===== src/seqPkg.sv =====
// shared types and encodings for the SPARC-style control-flow sequencer
// only Bicc, SAVE, RESTORE and Ticc are decoded, everything else is illegal
package seqPkg;

        localparam int InstrWidth = 32;
        localparam int AddrWidth = 32;
        localparam int Disp22Width = 22;
        localparam int VectorStride = 16; // bytes per trap vector

        // instruction field positions
        localparam int OpLsb = 30; // op in [31:30]
        localparam int AnnulBit = 29;
        localparam int CondLsb = 25; // cond in [28:25]
        localparam int Op2Lsb = 22; // op2 in [24:22]
        localparam int Op3Lsb = 19; // op3 in [24:19]

        localparam logic [1:0] OpFmt2 = 2'b00; // branch format
        localparam logic [1:0] OpFmt3 = 2'b10; // arithmetic format
        localparam logic [2:0] Op2Bicc = 3'd2;
        localparam logic [5:0] Op3Save = 6'h3C;
        localparam logic [5:0] Op3Restore = 6'h3D;
        localparam logic [5:0] Op3Ticc = 6'h3A;

        typedef enum logic [2:0] {
                opBranch,
                opSave,
                opRestore,
                opTicc,
                opIllegal
        } opKindE;

        // value doubles as the vector index
        typedef enum logic [3:0] {
                ttIllegal = 4'd2,
                ttBadAddr = 4'd3,
                ttWinOverflow = 4'd5,
                ttWinUnderflow = 4'd6,
                ttSoftware = 4'd8
        } trapTypeE;

        typedef enum logic [2:0] {
                updHold,
                updSeq,
                updBranch,
                updAnnulSkip,
                updTrap
        } pcUpdE;

endpackage


===== src/seqIfs.sv =====
// fetch and PC-update interfaces between the sequencer FSM and its units
`timescale 1ns/1ps

interface fetchIf;
        logic start; // one-cycle pulse from the FSM
        logic [seqPkg::AddrWidth-1:0] addr;
        logic done; // one-cycle pulse, instr is valid
        logic [seqPkg::InstrWidth-1:0] instr;

        modport fsm (output start, output addr, input done, input instr);
        modport unit (input start, input addr, output done, output instr);
endinterface

interface pcUpdIf;
        seqPkg::pcUpdE cmd;
        seqPkg::trapTypeE tt;
        logic [seqPkg::Disp22Width-1:0] disp22;
        logic [seqPkg::AddrWidth-1:0] pc;
        logic [seqPkg::AddrWidth-1:0] npc;
        logic badTarget; // branch would put nPC past the limit

        modport ctrl (
                output cmd,
                output tt,
                input pc,
                input npc,
                input badTarget
        );
        modport unit (
                input cmd,
                input tt,
                input disp22,
                output pc,
                output npc,
                output badTarget
        );
endinterface


===== src/condEval.sv =====
// integer condition evaluation for Bicc and Ticc, Icc ordered N, Z, V, C
`timescale 1ns/1ps

module condEval (
        input  logic [3:0] cond,
        input  logic [3:0] Icc,
        output logic       taken
);
        logic neg, zero, ovf, carry;
        logic base;

        assign {neg, zero, ovf, carry} = Icc;

        always_comb
        begin
                case (cond[2:0])
                3'd0:    base = 1'b0; // never
                3'd1:    base = zero; // equal
                3'd2:    base = zero | (neg ^ ovf); // less or equal
                3'd3:    base = neg ^ ovf; // less
                3'd4:    base = carry | zero; // less or equal, unsigned
                3'd5:    base = carry; // carry set
                3'd6:    base = neg;
                default: base = ovf;
                endcase
        end

        // codes 8..15 are the complements of 0..7
        assign taken = base ^ cond[3];

endmodule


===== src/fetchUnit.sv =====
// four-phase fetch; a new request only goes out after MemAck has been seen low
// MemAddr is held for the whole transaction
`timescale 1ns/1ps

module fetchUnit (
        input  logic                          Clk,
        input  logic                          rst,
        fetchIf.unit                          fetch,
        output logic                          MemReq,
        output logic [seqPkg::AddrWidth-1:0]  MemAddr,
        input  logic                          MemAck,
        input  logic [seqPkg::InstrWidth-1:0] MemData
);
        typedef enum logic [1:0] {phIdle, phReq, phRelease} phaseE;

        phaseE phase;

        always_ff @(posedge Clk)
        begin
                if (rst)
                begin
                        phase <= phIdle;
                        MemReq <= 1'b0;
                        fetch.done <= 1'b0;
                end
                else
                begin
                        fetch.done <= 1'b0;
                        case (phase)
                        phIdle:
                                if (fetch.start)
                                begin
                                        MemReq <= 1'b1;
                                        phase <= phReq;
                                end
                        phReq:
                                if (MemAck)
                                begin
                                        MemReq <= 1'b0; // data captured this edge
                                        phase <= phRelease;
                                end
                        default:
                                if (!MemAck)
                                begin
                                        fetch.done <= 1'b1;
                                        phase <= phIdle;
                                end
                        endcase
                end
        end

        always_ff @(posedge Clk)
        begin
                if (phase == phIdle && fetch.start)
                        MemAddr <= fetch.addr;
                if (phase == phReq && MemAck)
                        fetch.instr <= MemData;
        end

endmodule


===== src/instrDecode.sv =====
// combinational decode of op/op2/op3; unlisted encodings become opIllegal
`timescale 1ns/1ps

module instrDecode (
        input  logic [seqPkg::InstrWidth-1:0]  instr,
        output seqPkg::opKindE                 kind,
        output logic [3:0]                     cond,
        output logic                           annul,
        output logic [seqPkg::Disp22Width-1:0] disp22,
        output logic [5:0]                     op3
);
        logic [1:0] op;
        logic [2:0] op2;

        assign op = instr[seqPkg::OpLsb +: 2];
        assign op2 = instr[seqPkg::Op2Lsb +: 3];
        assign op3 = instr[seqPkg::Op3Lsb +: 6];
        assign cond = instr[seqPkg::CondLsb +: 4]; // also the Ticc condition
        assign annul = instr[seqPkg::AnnulBit];
        assign disp22 = instr[seqPkg::Disp22Width-1:0];

        always_comb
        begin
                kind = seqPkg::opIllegal;
                if (op == seqPkg::OpFmt2 && op2 == seqPkg::Op2Bicc)
                        kind = seqPkg::opBranch;
                else if (op == seqPkg::OpFmt3)
                begin
                        case (op3)
                        seqPkg::Op3Save:    kind = seqPkg::opSave;
                        seqPkg::Op3Restore: kind = seqPkg::opRestore;
                        seqPkg::Op3Ticc:    kind = seqPkg::opTicc;
                        default:            kind = seqPkg::opIllegal;
                        endcase
                end
        end

endmodule


===== src/pcUnit.sv =====
// PC/nPC pair with delayed branching and trap vectoring through TbaBase
// badTarget is valid whenever disp22 and pc are, independent of the command
`timescale 1ns/1ps

module pcUnit #(
        parameter int unsigned TbaBase = 32'h400,
        parameter int unsigned AddrLimit = 508
) (
        input  logic Clk,
        input  logic rst,
        pcUpdIf.unit pcUpd
);
        localparam int AddrW = seqPkg::AddrWidth;
        localparam int DispW = seqPkg::Disp22Width;

        logic [AddrW-1:0] branchTarget;
        logic [AddrW-1:0] trapVector;

        // word displacement, sign-extended
        assign branchTarget = pcUpd.pc
                + {{(AddrW - DispW - 2){pcUpd.disp22[DispW-1]}}, pcUpd.disp22, 2'b00};
        assign trapVector = AddrW'(TbaBase)
                + AddrW'(seqPkg::VectorStride) * AddrW'(pcUpd.tt);
        assign pcUpd.badTarget = branchTarget > AddrW'(AddrLimit);

        always_ff @(posedge Clk)
        begin
                if (rst)
                begin
                        pcUpd.pc <= '0;
                        pcUpd.npc <= AddrW'(4);
                end
                else
                begin
                        case (pcUpd.cmd)
                        seqPkg::updSeq:
                        begin
                                pcUpd.pc <= pcUpd.npc;
                                pcUpd.npc <= pcUpd.npc + AddrW'(4);
                        end
                        seqPkg::updBranch:
                        begin
                                pcUpd.pc <= pcUpd.npc; // delay slot still runs
                                pcUpd.npc <= branchTarget;
                        end
                        seqPkg::updAnnulSkip:
                        begin
                                pcUpd.pc <= pcUpd.npc + AddrW'(4);
                                pcUpd.npc <= pcUpd.npc + AddrW'(8);
                        end
                        seqPkg::updTrap:
                        begin
                                pcUpd.pc <= trapVector;
                                pcUpd.npc <= trapVector + AddrW'(4);
                        end
                        default:
                        begin
                                pcUpd.pc <= pcUpd.pc; // hold
                                pcUpd.npc <= pcUpd.npc;
                        end
                        endcase
                end
        end

endmodule


===== src/seqFsm.sv =====
// one instruction in flight: fetch, decode, execute, plus one cycle for trap entry
// the trap cause is captured in execute and applied in the trap cycle
`timescale 1ns/1ps

module seqFsm (
        input  logic           Clk,
        input  logic           rst,
        fetchIf.fsm            fetch,
        pcUpdIf.ctrl           pcUpd,
        input  seqPkg::opKindE kind,
        input  logic           annul,
        input  logic           taken,
        input  logic           overflow,
        input  logic           underflow,
        output logic           save,
        output logic           restore,
        output logic           trapClr
);
        typedef enum logic [2:0] {stIdle, stFetch, stDecode, stExec, stTrap} stateE;

        stateE state;
        logic trapHit;
        seqPkg::trapTypeE trapNext;
        seqPkg::trapTypeE trapReg;

        assign fetch.addr = pcUpd.pc;
        assign pcUpd.tt = trapReg;

        always_comb
        begin
                pcUpd.cmd = seqPkg::updHold;
                save = 1'b0;
                restore = 1'b0;
                trapClr = 1'b0;
                trapHit = 1'b0;
                trapNext = seqPkg::ttIllegal;
                if (state == stExec)
                begin
                        pcUpd.cmd = seqPkg::updSeq;
                        case (kind)
                        seqPkg::opBranch:
                                if (taken && pcUpd.badTarget)
                                begin
                                        trapHit = 1'b1;
                                        trapNext = seqPkg::ttBadAddr;
                                end
                                else if (taken)
                                        pcUpd.cmd = seqPkg::updBranch;
                                else if (annul)
                                        pcUpd.cmd = seqPkg::updAnnulSkip; // skip delay slot
                        seqPkg::opSave:
                                if (overflow)
                                begin
                                        trapHit = 1'b1;
                                        trapNext = seqPkg::ttWinOverflow;
                                end
                                else
                                        save = 1'b1;
                        seqPkg::opRestore:
                                if (underflow)
                                begin
                                        trapHit = 1'b1;
                                        trapNext = seqPkg::ttWinUnderflow;
                                end
                                else
                                        restore = 1'b1;
                        seqPkg::opTicc:
                                if (taken)
                                begin
                                        trapHit = 1'b1;
                                        trapNext = seqPkg::ttSoftware;
                                end
                        default:
                                trapHit = 1'b1; // ttIllegal
                        endcase
                        if (trapHit)
                                pcUpd.cmd = seqPkg::updHold;
                end
                else if (state == stTrap)
                begin
                        pcUpd.cmd = seqPkg::updTrap;
                        trapClr = 1'b1;
                end
        end

        always_ff @(posedge Clk)
        begin
                if (rst)
                begin
                        state <= stIdle;
                        fetch.start <= 1'b0;
                end
                else
                begin
                        fetch.start <= 1'b0;
                        case (state)
                        stIdle:
                        begin
                                fetch.start <= 1'b1;
                                state <= stFetch;
                        end
                        stFetch:
                                if (fetch.done)
                                        state <= stDecode;
                        stDecode:
                                state <= stExec;
                        stExec:
                                if (trapHit)
                                        state <= stTrap;
                                else
                                begin
                                        fetch.start <= 1'b1; // pc already updated
                                        state <= stFetch;
                                end
                        default:
                        begin
                                fetch.start <= 1'b1;
                                state <= stFetch;
                        end
                        endcase
                end
        end

        always_ff @(posedge Clk)
        begin
                if (state == stExec)
                        trapReg <= trapNext;
        end

endmodule


===== src/sparcSeq.sv =====
// sequencer top; Icc and Wim come from an external datapath
// AddrLimit bounds nPC after a taken branch only
`timescale 1ns/1ps

module sparcSeq #(
        parameter int          NWindows = 8,
        parameter int unsigned TbaBase = 32'h400,
        parameter int unsigned AddrLimit = 508
) (
        input  logic                          Clk,
        input  logic                          rst,
        output logic                          MemReq,
        output logic [seqPkg::AddrWidth-1:0]  MemAddr,
        input  logic                          MemAck,
        input  logic [seqPkg::InstrWidth-1:0] MemData,
        input  logic [3:0]                    Icc,
        input  logic [NWindows-1:0]           Wim,
        output logic [$clog2(NWindows)-1:0]   Cwp
);
        seqPkg::opKindE kind;
        logic [3:0] cond;
        logic annul;
        logic taken;
        logic overflow;
        logic underflow;
        logic save;
        logic restore;
        logic trapClr;

        fetchIf fetchBus ();
        pcUpdIf pcBus ();

        seqFsm uFsm (
                .Clk       (Clk),
                .rst       (rst),
                .fetch     (fetchBus.fsm),
                .pcUpd     (pcBus.ctrl),
                .kind      (kind),
                .annul     (annul),
                .taken     (taken),
                .overflow  (overflow),
                .underflow (underflow),
                .save      (save),
                .restore   (restore),
                .trapClr   (trapClr)
        );

        fetchUnit uFetch (
                .Clk     (Clk),
                .rst     (rst),
                .fetch   (fetchBus.unit),
                .MemReq  (MemReq),
                .MemAddr (MemAddr),
                .MemAck  (MemAck),
                .MemData (MemData)
        );

        instrDecode uDecode (
                .instr  (fetchBus.instr),
                .kind   (kind),
                .cond   (cond),
                .annul  (annul),
                .disp22 (pcBus.disp22), // straight into the PC adder
                .op3    ()
        );

        condEval uCond (
                .cond  (cond),
                .Icc   (Icc),
                .taken (taken)
        );

        windowCtrl #(.NWindows(NWindows)) uWindow (
                .Clk       (Clk),
                .rst       (rst),
                .save      (save),
                .restore   (restore),
                .trapClr   (trapClr),
                .Wim       (Wim),
                .Cwp       (Cwp),
                .overflow  (overflow),
                .underflow (underflow)
        );

        pcUnit #(.TbaBase(TbaBase), .AddrLimit(AddrLimit)) uPc (
                .Clk   (Clk),
                .rst   (rst),
                .pcUpd (pcBus.unit)
        );

endmodule


===== src/windowCtrl.sv =====
// current window pointer; SAVE steps down, RESTORE steps up, both modulo NWindows
// a step onto a set WIM bit is refused and reported as overflow or underflow
`timescale 1ns/1ps

module windowCtrl #(
        parameter int NWindows = 8
) (
        input  logic                        Clk,
        input  logic                        rst,
        input  logic                        save,
        input  logic                        restore,
        input  logic                        trapClr,
        input  logic [NWindows-1:0]         Wim,
        output logic [$clog2(NWindows)-1:0] Cwp,
        output logic                        overflow,
        output logic                        underflow
);
        localparam int CwpW = $clog2(NWindows);

        logic [CwpW-1:0] cwpDec;
        logic [CwpW-1:0] cwpInc;

        assign cwpDec = (Cwp == '0) ? CwpW'(NWindows - 1) : Cwp - 1'b1;
        assign cwpInc = (Cwp == CwpW'(NWindows - 1)) ? '0 : Cwp + 1'b1;
        assign overflow = Wim[cwpDec];
        assign underflow = Wim[cwpInc];

        always_ff @(posedge Clk)
        begin
                if (rst)
                        Cwp <= '0;
                else if (trapClr)
                        Cwp <= '0; // trap entry
                else if (save && !overflow)
                        Cwp <= cwpDec;
                else if (restore && !underflow)
                        Cwp <= cwpInc;
        end

endmodule

===== config.mk =====
export PLATFORM = sky130hd
export DESIGN_NAME = sparcSeq
export DESIGN_NICKNAME = d
export VERILOG_FILES = /design/src/seqPkg.sv /design/src/seqIfs.sv /design/src/condEval.sv /design/src/fetchUnit.sv /design/src/instrDecode.sv /design/src/pcUnit.sv /design/src/seqFsm.sv /design/src/sparcSeq.sv /design/src/windowCtrl.sv
export SDC_FILE = /design/constraint.sdc
export NUM_CORES = 1
export LEC_CHECK = 0
export ABC_AREA = 1
export BUFFER_PORTS_ARGS = -buffer_cell sky130_fd_sc_hd__clkbuf_2
export CAP_MARGIN = 20
export CORE_UTILIZATION = 45
export CTS_BUF_LIST = sky130_fd_sc_hd__clkbuf_4
export DETAILED_ROUTE_END_ITERATION = 7
export PLACE_DENSITY = 0.7
export SLEW_MARGIN = 10
export SYNTH_ARGS = -nofsm -noshare
export SYNTH_HDL_FRONTEND = slang
export SYNTH_SLANG_ARGS = --single-unit

===== constraint.sdc =====
create_clock -name Clk -period 3.7 [get_ports Clk]
set_input_delay 0.37 -clock Clk [delete_from_list [all_inputs] [get_ports Clk]]
set_output_delay 0.37 -clock Clk [all_outputs]
set_load 0.02 [all_outputs]

==> results of run 1 <==
==> registers in the layout (all words and copies together), names as in the netlist <==
| signal | flops |
|---|---|
| uFetch.MemAddr | 32 |
| uFetch.fetch.instr | 32 |
| uPc.pcUpd.npc | 32 |
| uPc.pcUpd.pc | 32 |
| uFsm.pcUpd.tt | 4 |
| uFsm.state | 3 |
| uWindow.Cwp | 3 |
| uFetch.phase | 2 |
| uFetch.MemReq | 1 |
| uFetch.fetch.done | 1 |
| uFsm.fetch.start | 1 |
==> power breakdown <==
part / switching (mW) / leakage (nW) / internal (mW)
clock: 0.663 / 0.165 / 0.492
combinational: 0.295 / 3.81 / 0.172
sequential: 0.0483 / 1.24 / 1.73
==> final timing paths <==
path                       to  slack [ns]  depth (start not counted)
max          uPc.pcUpd.pc[12]        0.20                         22
min          uPc.pcUpd.pc[10]        0.20                          2
max reg2reg  uPc.pcUpd.pc[12]        0.20                         22
min reg2reg  uPc.pcUpd.npc[1]        0.47                          2
==> through the flow <==
step	area [um2]	hold slack, ns	std cells
final	11300	0.195	1805
after global routing	11300	0.169	1805
after CTS	11100	0.0175	1797
after detailed placement	10400	0.453	1730
after global placement	10400	0.447	1730
after floorplan	9630	0.430	1395
==> synth_stat cells (6+ instances only) <==
cell type  number  share of area, %
xnor2_1        10              0.91
o21ai_0        87               4.5
nor2_2          7              0.45
dfxtp_1        75                16
clkbuf_1       21              0.82
nor3_1         16              0.83
a21oi_1        65               3.4
nor4_1          6              0.39
nand2_2         7              0.45
nand3b_1       12              0.94
edfxtp_1       68                21
a31oi_1        18               1.2
nor2_1        156               6.1
buf_2          17              0.88
ha_1           35               4.5
inv_1         213               8.3
nand3_1       124               6.4
o21ai_1        24               1.2
xor2_1         36               3.3
nand2_1       328                13
nand4_1        25               1.6
==> timing repair <==
item | 4_1_cts | 5_1_grt
pin swaps | 1 | 4
cloned | 0 | 1
hold endpoints to repair | 33 | 1
endpoints found under the setup margin | 1 | 56
hold buffers | 32 | 1
gates resized for setup | 3 | 38
setup buffers | 3 | 6
==> area by class of cell <==
cell class / instances / area (um2) / share of cell area, %
clock inverters: 14 / 179 / 1.59
flip-flops and latches: 143 / 3550 / 31.4
repair buffers: 148 / 1070 / 9.51
well taps: 275 / 344 / 3.05
clock buffers: 18 / 135 / 1.20
multi-input cells: 986 / 5170 / 45.9
inverters: 221 / 830 / 7.35
==> routing by layer <==
layer | up-vias | global-route usage [%]
met5 | - | 0
met4 | 0 | 10.1
met3 | 56 | 5.21
met2 | 369 | 43.7
met1 | 4410 | 35.7
li1 | 4792 | -
==> cells by family (layout without fill, tap and decap cells) <==
family                   Yosys count  after routing  synth area share, %
adder cells (fa/ha/maj)           36             36                 4.76
multiplexers                       1              1                0.104
AND/OR/NAND/NOR                  692            692                 31.3
flip-flops                       143            143                 36.8
buffers and inverters            266            401                 11.0
AO/OA/AOI/OAI                    210            210                 11.7
XOR/XNOR                          47             47                 4.35
==> metrics.cfg, run 1 <==
[routing]
vias=9627
drc_errors=0
top_layer=met4
routed_via_density=5.33
drt_iter0_markers=929
wl_per_cell_um=16.2
antenna_left=0
wl_mm=29.3
route.met3.wl_mm=1.96
wl_met2_mm=13.2
dr.pass1.iters=6
wl_met1_mm=13.1

[worst_hold_path]
min_from=rst
hold_path_class=input port to register

[global_routing]
grt_pass1_wl_mm=46.5
grt_max_degree=65
grtUsageTotal_pct=27.0
antenna_found_initial=0
overflow=0
grt_pass1_vias=9056

[final_layout]
drive_above_1_share_pct=13.5
area_delta_synth_final_pct=17.2
final_nets=1600
final_cell_mix=nand2_1 (322), inv_1 (211), nor2_1 (149), nand3_1 (122), o21ai_0 (87)
post-route-util_pct=53.7
insertedDiodeCount=0
n_fill_cell=2029
layout_commonest_cell=nand2_1

[outcome]
status=finished, final reports clean

[sta]
worst_pin_slew_ns=1.04
finalSetupViolations=0
hold_viol_final=0
slew_headroom_pct=30.5
max_freq_ghz=0.286
fin_tns_setup_ns=0
fin_worst_skew_ns=0.0252
min_period_over_period_pct=94.5
slew_violations=0
layout_min_cycle_time_ns=3.50
fin_ws_ns=0.204

[worst_setup_path]
cp_common_cell=nand2_1
crit_required_ns=4.18
rr_startpoint=uFetch.fetch.instr[21]
startpoint=uFetch.fetch.instr[21]
crit_fanout=41
max_stage_delay_ns=0.39
cp.buffers_inverters=6
crit_family=simple AND/OR/NAND/NOR gates
end_kind=register
worstPathCellList=buf_4, buf_6, ha_1, nand2_1, nor2_1, nand2_1, inv_1, a21oi_2, nand2_1, nand2_1, nand2_1, nor2_1, nand2_1, nor2_2, nand4_1, buf_4, a21oi_4, nand2_8, buf_12, o21ai_1, inv_1, a21oi_4
criticalPathCategory=register to register
crit_arrival_ns=3.97
critPathLaunchType=register
crit_slowest_cell=edfxtp_1

[yosys]
ys_types=49
synth.avg_cell_area_um2=6.90
async_flop_share_pct=0
ys_seq_area_share_pct=36.8
syn-cell-area_um2=9630
ys_warn_count=0
synth_edf_count=68
synth_top_flop_cell=dfxtp_1
synth_fp_nets=1478
synth_seq_cells=143
syn_inst=1395

[clocking]
clockRootBuffer=clkbuf_4
clkTransAtPathRegs_ns=0.14
cts_tree=built
cts.sinks=143
worstSkewPairLatency_ns=0.57
cts_buffer_depth=2
h-tree-depth=4
cts_buffers=17

[pwr]
p_per_area_nw_per_um2=302
finalPower_mw=3.41
p_leak_nw=5.21
peakVddDrop_mv=0.248

[floorplanning]
die_width_um=148
core_region_area_um2=21000
start_util_pct=45.8
rows=53
io_pins=83
dieArea_um2=22000
die_h_um=148

[placed_design]
gp_congestion=0.964
dp_slack_ns=-0.179
portBuffers=82
hpwl_mm=21.5

[run]
max_cap_viol_count=0

Power figures use the tool's default switching activity.
==> run 2: changes to the inputs <==
--- a/config.mk
+++ b/config.mk
@@ -14,2 +14,3 @@
 export PLACE_DENSITY = 0.7
+export RECOVER_POWER = 100
 export SLEW_MARGIN = 10
==> constraint.sdc (replaced) <==
create_clock -name Clk -period 3.75 [get_ports Clk]
set_input_delay 0.75 -clock Clk [delete_from_list [all_inputs] [get_ports Clk]]
set_output_delay 0.75 -clock Clk [all_outputs]
set_load 0.02 [all_outputs]
==> run 2 against run 1 <==
Effect of this change: the flow now finishes with violations (capacitance limit, slew limit); design area is 3.8% lower; non-clock buffer count down 30; first-iteration DRC count down 14%; worst setup slack worse by 0.045 ns; clock power rose by 7%; flip-flop and latch count unchanged; highest routed layer unchanged.
==> metrics.cfg, run 2 (synthesis results as in run 1) <==
[worst_hold_path]
hold_path_class=input port to register

[global_routing]
grt_max_degree=62
grt_pass1_vias=8595
antenna_found_initial=0
grt_pass1_wl_mm=44.9
grtUsageTotal_pct=26.3
overflow=0

[clocking]
cts_buffers=17
cts_tree=built
clockRootBuffer=clkbuf_4
hold_buffers=0
clkTransAtPathRegs_ns=0.14
cts_buffer_depth=2
cts.sinks=143
h-tree-depth=4
worstSkewPairLatency_ns=0.57

[sta]
rsz0062_at_grt=false
min_period_over_period_pct=95.7
fin_ws_ns=0.160
layout_min_cycle_time_ns=3.59
slew_headroom_pct=-98.2
fin_tns_setup_ns=0
finalSetupViolations=0
worst_pin_slew_ns=2.96
hold_viol_final=0
slew_violations=67
fin_worst_skew_ns=0.0228
max_freq_ghz=0.279

[placed_design]
portBuffers=82
postPlaceCellArea_um2=10400
post-place-cells=1738
gp_congestion=0.970
hpwl_mm=21.5
dp_slack_ns=-0.144

[worst_setup_path]
crit_fanout=27
crit_required_ns=4.23
cp_common_cell=nand2_1
critPathLaunchType=register
crit_arrival_ns=4.07
max_stage_delay_ns=0.41
crit_slowest_cell=edfxtp_1
end_kind=register
criticalPathCategory=register to register
worstPathCellList=ha_2, fa_2, nand2_1, nand3_2, nand3_2, nand2_2, nand2_1, nand2_1, nand3_1, nand2_1, nor2_1, nand3_1, nor2_2, nand4_1, buf_4, a21oi_4, nand2_8, buf_12, o21ai_1, inv_1, a21oi_4

[floorplanning]
io_pins=83
core_region_area_um2=21000
die_width_um=148
die_h_um=148
dieArea_um2=22000
start_util_pct=45.8
rows=53

[final_layout]
drive_above_1_share_pct=10.4
final_area_um2=10800
n_fill_cell=2112
layout_commonest_cell=nand2_1
insertedDiodeCount=0
area_delta_synth_final_pct=12.7
fin_cells=1775
final_cell_mix=nand2_1 (326), inv_1 (214), nor2_1 (153), nand3_1 (118), o21ai_0 (93)
final_nets=1570

[routing]
vias=9439
drt_iter0_markers=801
drc_errors=0
routed_via_density=5.32
wl_mm=28.4
antenna_left=0
wl_per_cell_um=16.0
dr.pass1.iters=5

[pwr]
combPwrFrac_pct=12.0
power.share.sequential_pct=51.8
intPower_mw=2.46
p_per_area_nw_per_um2=314
p_switching_mw=0.943
p_sw_share_pct=27.7
finalPower_mw=3.40
clockPowerShare_pct=36.2
peakVddDrop_mv=0.303
p_leak_nw=4.94

[run]
max_cap_viol_count=2

[outcome]
violations=capacitance limit, slew limit
status=complete, but fails checks

run 2: final cells by class:
| type | instances | area [um2] | area share, % |
|---|---|---|---|
| clock buffer | 19 | 143 | 1.32 |
| multi-input combinational | 986 | 5150 | 47.5 |
| timing repair buffer | 118 | 627 | 5.78 |
| inverter | 221 | 830 | 7.65 |
| clock inverter | 13 | 211 | 1.95 |
| sequential | 143 | 3540 | 32.7 |
| tap | 275 | 344 | 3.17 |
run 2: routing by layer:
| layer | track usage (%) | wire length [um] | share of wire [%] |
|---|---|---|---|
| met1 | 35.7 | 12800 | 45 |
| met2 | 42.1 | 12900 | 45 |
| met3 | 4.05 | 1790 | 6.3 |
| met4 | 9.95 | 946 | 3.3 |
| met5 | 0 | 0 | 0 |
run 2: path summary, 6_finish.rpt:
kind                         start               endpoint  slack [ns]  cells after the start
max          uFetch.fetch.instr[0]       uPc.pcUpd.pc[14]        0.16                     21
min                     MemData[8]  uFetch.fetch.instr[8]        0.34                      1
max reg2reg  uFetch.fetch.instr[0]       uPc.pcUpd.pc[14]        0.16                     21
min reg2reg       uPc.pcUpd.npc[1]       uPc.pcUpd.npc[1]        0.47                      2
run 2: stage by stage:
step                      utilization (%)  hold slack (ns)
final                                51.6            0.343
after global routing                 51.6            0.313
after CTS                            51.4            0.300
after detailed placement             49.6            0.451
after global placement               49.6            0.447
after floorplan                         -            0.430
run 2: critical path, delay by kind of cell, from the launching register on:
family | cells | cell delay [ns]
and+or+nand+nor | 13 | 1.44
AOI/OAI and AO/OA | 3 | 0.52
adders and majority gates | 2 | 0.62
buffers and inverters | 3 | 0.51
DFF | 1 | 0.41
run 2: power groups by stage:
| stage | Clock, mW | Combinational, mW | Sequential, mW |
|---|---|---|---|
| final | 1.23 | 0.409 | 1.76 |
| after global routing | 1.31 | 0.454 | 1.77 |
| after CTS | 1.26 | 0.408 | 1.76 |
| after detailed placement | 0 | 0.404 | 1.79 |
| after global placement | 0 | 0.402 | 1.79 |
| after floorplan | 0 | 0.235 | 1.81 |
run 2: repair_timing:
action                                  CTS  global route
setup buffers                             0             5
pin swaps                                 0             2
endpoints found under the setup margin    2            60
resized for setup                         4            32
cloned                                    0             0
==> run 3: changes to the inputs <==
GPL_TIMING_DRIVEN = 0   (was default)
==> run 3 against run 2 <==
Effect of this change: the flow still finishes with violations (capacitance limit, slew limit); first-iteration DRC count is 3.6% higher; design area decreased by 0.21%; cell count is 1.4% higher; sequential share of layout area increased by 0.10 points; flip-flop and latch count stayed put; non-clock buffer count grew 24; critical path type unchanged; critical endpoint is now uPc.pcUpd.pc[12]; highest routed layer is now met5.
==> metrics.cfg, run 3 (synthesis results as in run 1) <==
[worst_setup_path]
critPathLaunchType=register
crit_arrival_ns=4.08
worstPathCellList=ha_2, fa_2, nand2_1, nand3_2, nand3_1, nand2_1, nand2_1, nand2_1, nand3_1, nand2_1, nor2_1, nand3_1, nor2_4, nand4_1, buf_4, inv_1, nor2_8, nand2_8, buf_2, nand3_1, a21oi_1
crit_slowest_cell=dfxtp_1
cp.buffers_inverters=3
crit_required_ns=4.26
criticalPathCategory=register to register
critPathCapture=uPc.pcUpd.pc[12]
cp_common_cell=nand2_1
worst_r2r_path_depth=21
max_stage_delay_ns=0.39
startpoint=uPc.pcUpd.pc[2]
crit_family=simple AND/OR/NAND/NOR gates
crit_fanout=10
rr_startpoint=uPc.pcUpd.pc[2]
end_kind=register
critical_path_depth=21
timing.rr.end=uPc.pcUpd.pc[12]
r2r_slack_ns=0.18

[global_routing]
overflow=0
grt_pass1_vias=9014
grt_use_met3_pct=4.88
top_usage_layer=met2
grt.met2_usage_pct=44.3
grt_max_degree=33
antenna_found_initial=1
grtUsageTotal_pct=27.2
grt_pass1_wl_mm=46.1
gr-usage-met1_pct=35.9

[placed_design]
dp_slack_ns=-0.247
portBuffers=82
hpwl_mm=23.1
gp_congestion=0.966

[outcome]
status=complete, but fails checks
violations=capacitance limit, slew limit

[clocking]
cts_buffer_depth=2
cts_tree=built
cts_buffers=17
cts.sinks=143
clockRootBuffer=clkbuf_4
worstSkewPairLatency_ns=0.58
h-tree-depth=4
clkTransAtPathRegs_ns=0.15

[sta]
layout_min_cycle_time_ns=3.57
fin_worst_skew_ns=0.0213
min_period_over_period_pct=95.2
hold_viol_final=0
worst_pin_slew_ns=1.51
slew_headroom_pct=-0.731
fin_ws_ns=0.179
max_freq_ghz=0.280
slew_violations=28
finalSetupViolations=0

[routing]
wl_per_cell_um=16.4
wl_mm=29.4
routed_via_density=5.39
antenna_left=0
vias=9688
drt_iter0_markers=830
dr.pass1.iters=6
drc_errors=0

[pwr]
p_leak_nw=4.96
peakVddDrop_mv=0.208
p_per_area_nw_per_um2=295

[floorplanning]
die_h_um=148
die_width_um=148
io_pins=83
core_region_area_um2=21000
dieArea_um2=22000
start_util_pct=45.8
rows=53

[final_layout]
register_area_um2=3550
final_nets=1594
n_fill_cell=2174
drive_above_1_share_pct=10.5
layout_commonest_cell=nand2_1
post-route-util_pct=51.5
final_cell_mix=nand2_1 (326), inv_1 (213), nor2_1 (155), nand3_1 (123), o21ai_0 (88)
multiInputGateArea_um2=5080
insertedDiodeCount=0
area_delta_synth_final_pct=12.5

[run]
max_cap_viol_count=1

[worst_hold_path]
hold_path_class=input port to register

-- run 3: worst register-to-register path: cells and delay by family (launching register included) --
kind	cells	cell delay, ns
compound gates	1	0.17
fa+ha+maj	2	0.62
buf+inv	3	0.60
flops	1	0.39
simple gates	15	1.75
-- run 3: repair_timing --
| item | 4_1_cts | 5_1_grt |
|---|---|---|
| pin swaps | 2 | 4 |
| buffers inserted | 7 | 7 |
| endpoints found under the setup margin | 60 | 62 |
| hold buffers | 0 | 0 |
| resized for setup | 7 | 30 |
-- run 3: worst min path at each step --
| stage | start | endpoint | slack [ns] | cells after the start |
|---|---|---|---|---|
| after global routing | MemData[26] | uFetch.fetch.instr[26] | 0.31 | 1 |
| final | MemData[25] | uFetch.fetch.instr[25] | 0.33 | 1 |
| after floorplan | uPc.pcUpd.pc[0] | uFetch.MemAddr[0] | 0.43 | 0 |
| after CTS | MemData[6] | uFetch.fetch.instr[6] | 0.31 | 1 |
| after detailed placement | uPc.pcUpd.npc[0] | uPc.pcUpd.npc[0] | 0.45 | 2 |
| after global placement | uPc.pcUpd.npc[1] | uPc.pcUpd.npc[1] | 0.45 | 2 |
-- run 3: stage by stage --
| stage | hold slack (ns) | area, um2 | total power [mW] | std cells | TNS, ns |
|---|---|---|---|---|---|
| 3_3_place_gp | 0.447 | 10400 | 2.19 | 1752 | -5.55 |
| 3_5_place_dp | 0.450 | 10400 | 2.20 | 1753 | -6.14 |
| 6_report | 0.330 | 10800 | 3.19 | 1799 | 0 |
| 2_1_floorplan | 0.430 | 9630 | 2.05 | 1395 | 0 |
| 4_1_cts | 0.311 | 10800 | 3.20 | 1792 | 0 |
| 5_1_grt | 0.307 | 10800 | 3.31 | 1799 | -0.0529 |
-- run 3: layout make-up --
cell class                      instances  area share (%)
Buffer                                 45            2.38
Clock buffer                           17            1.18
Clock inverter                         15            1.40
Inverter                              221            7.70
Multi-Input combinational cell        986            46.9
Sequential cell                       143            32.8
Tap cell                              275            3.18
Timing Repair Buffer                   97            4.44
-- run 3: where the power goes --
group | switching (mW) | internal (mW)
clock | 0.670 | 0.351
combinational | 0.281 | 0.130
sequential | 0.0448 | 1.71
-- run 3: per-layer routing --
layer,part of all wire [%],up-vias
met5,0.044,-
met4,3.3,2
met3,7.3,78
met2,45,440
met1,45,4393
li1,-,4775
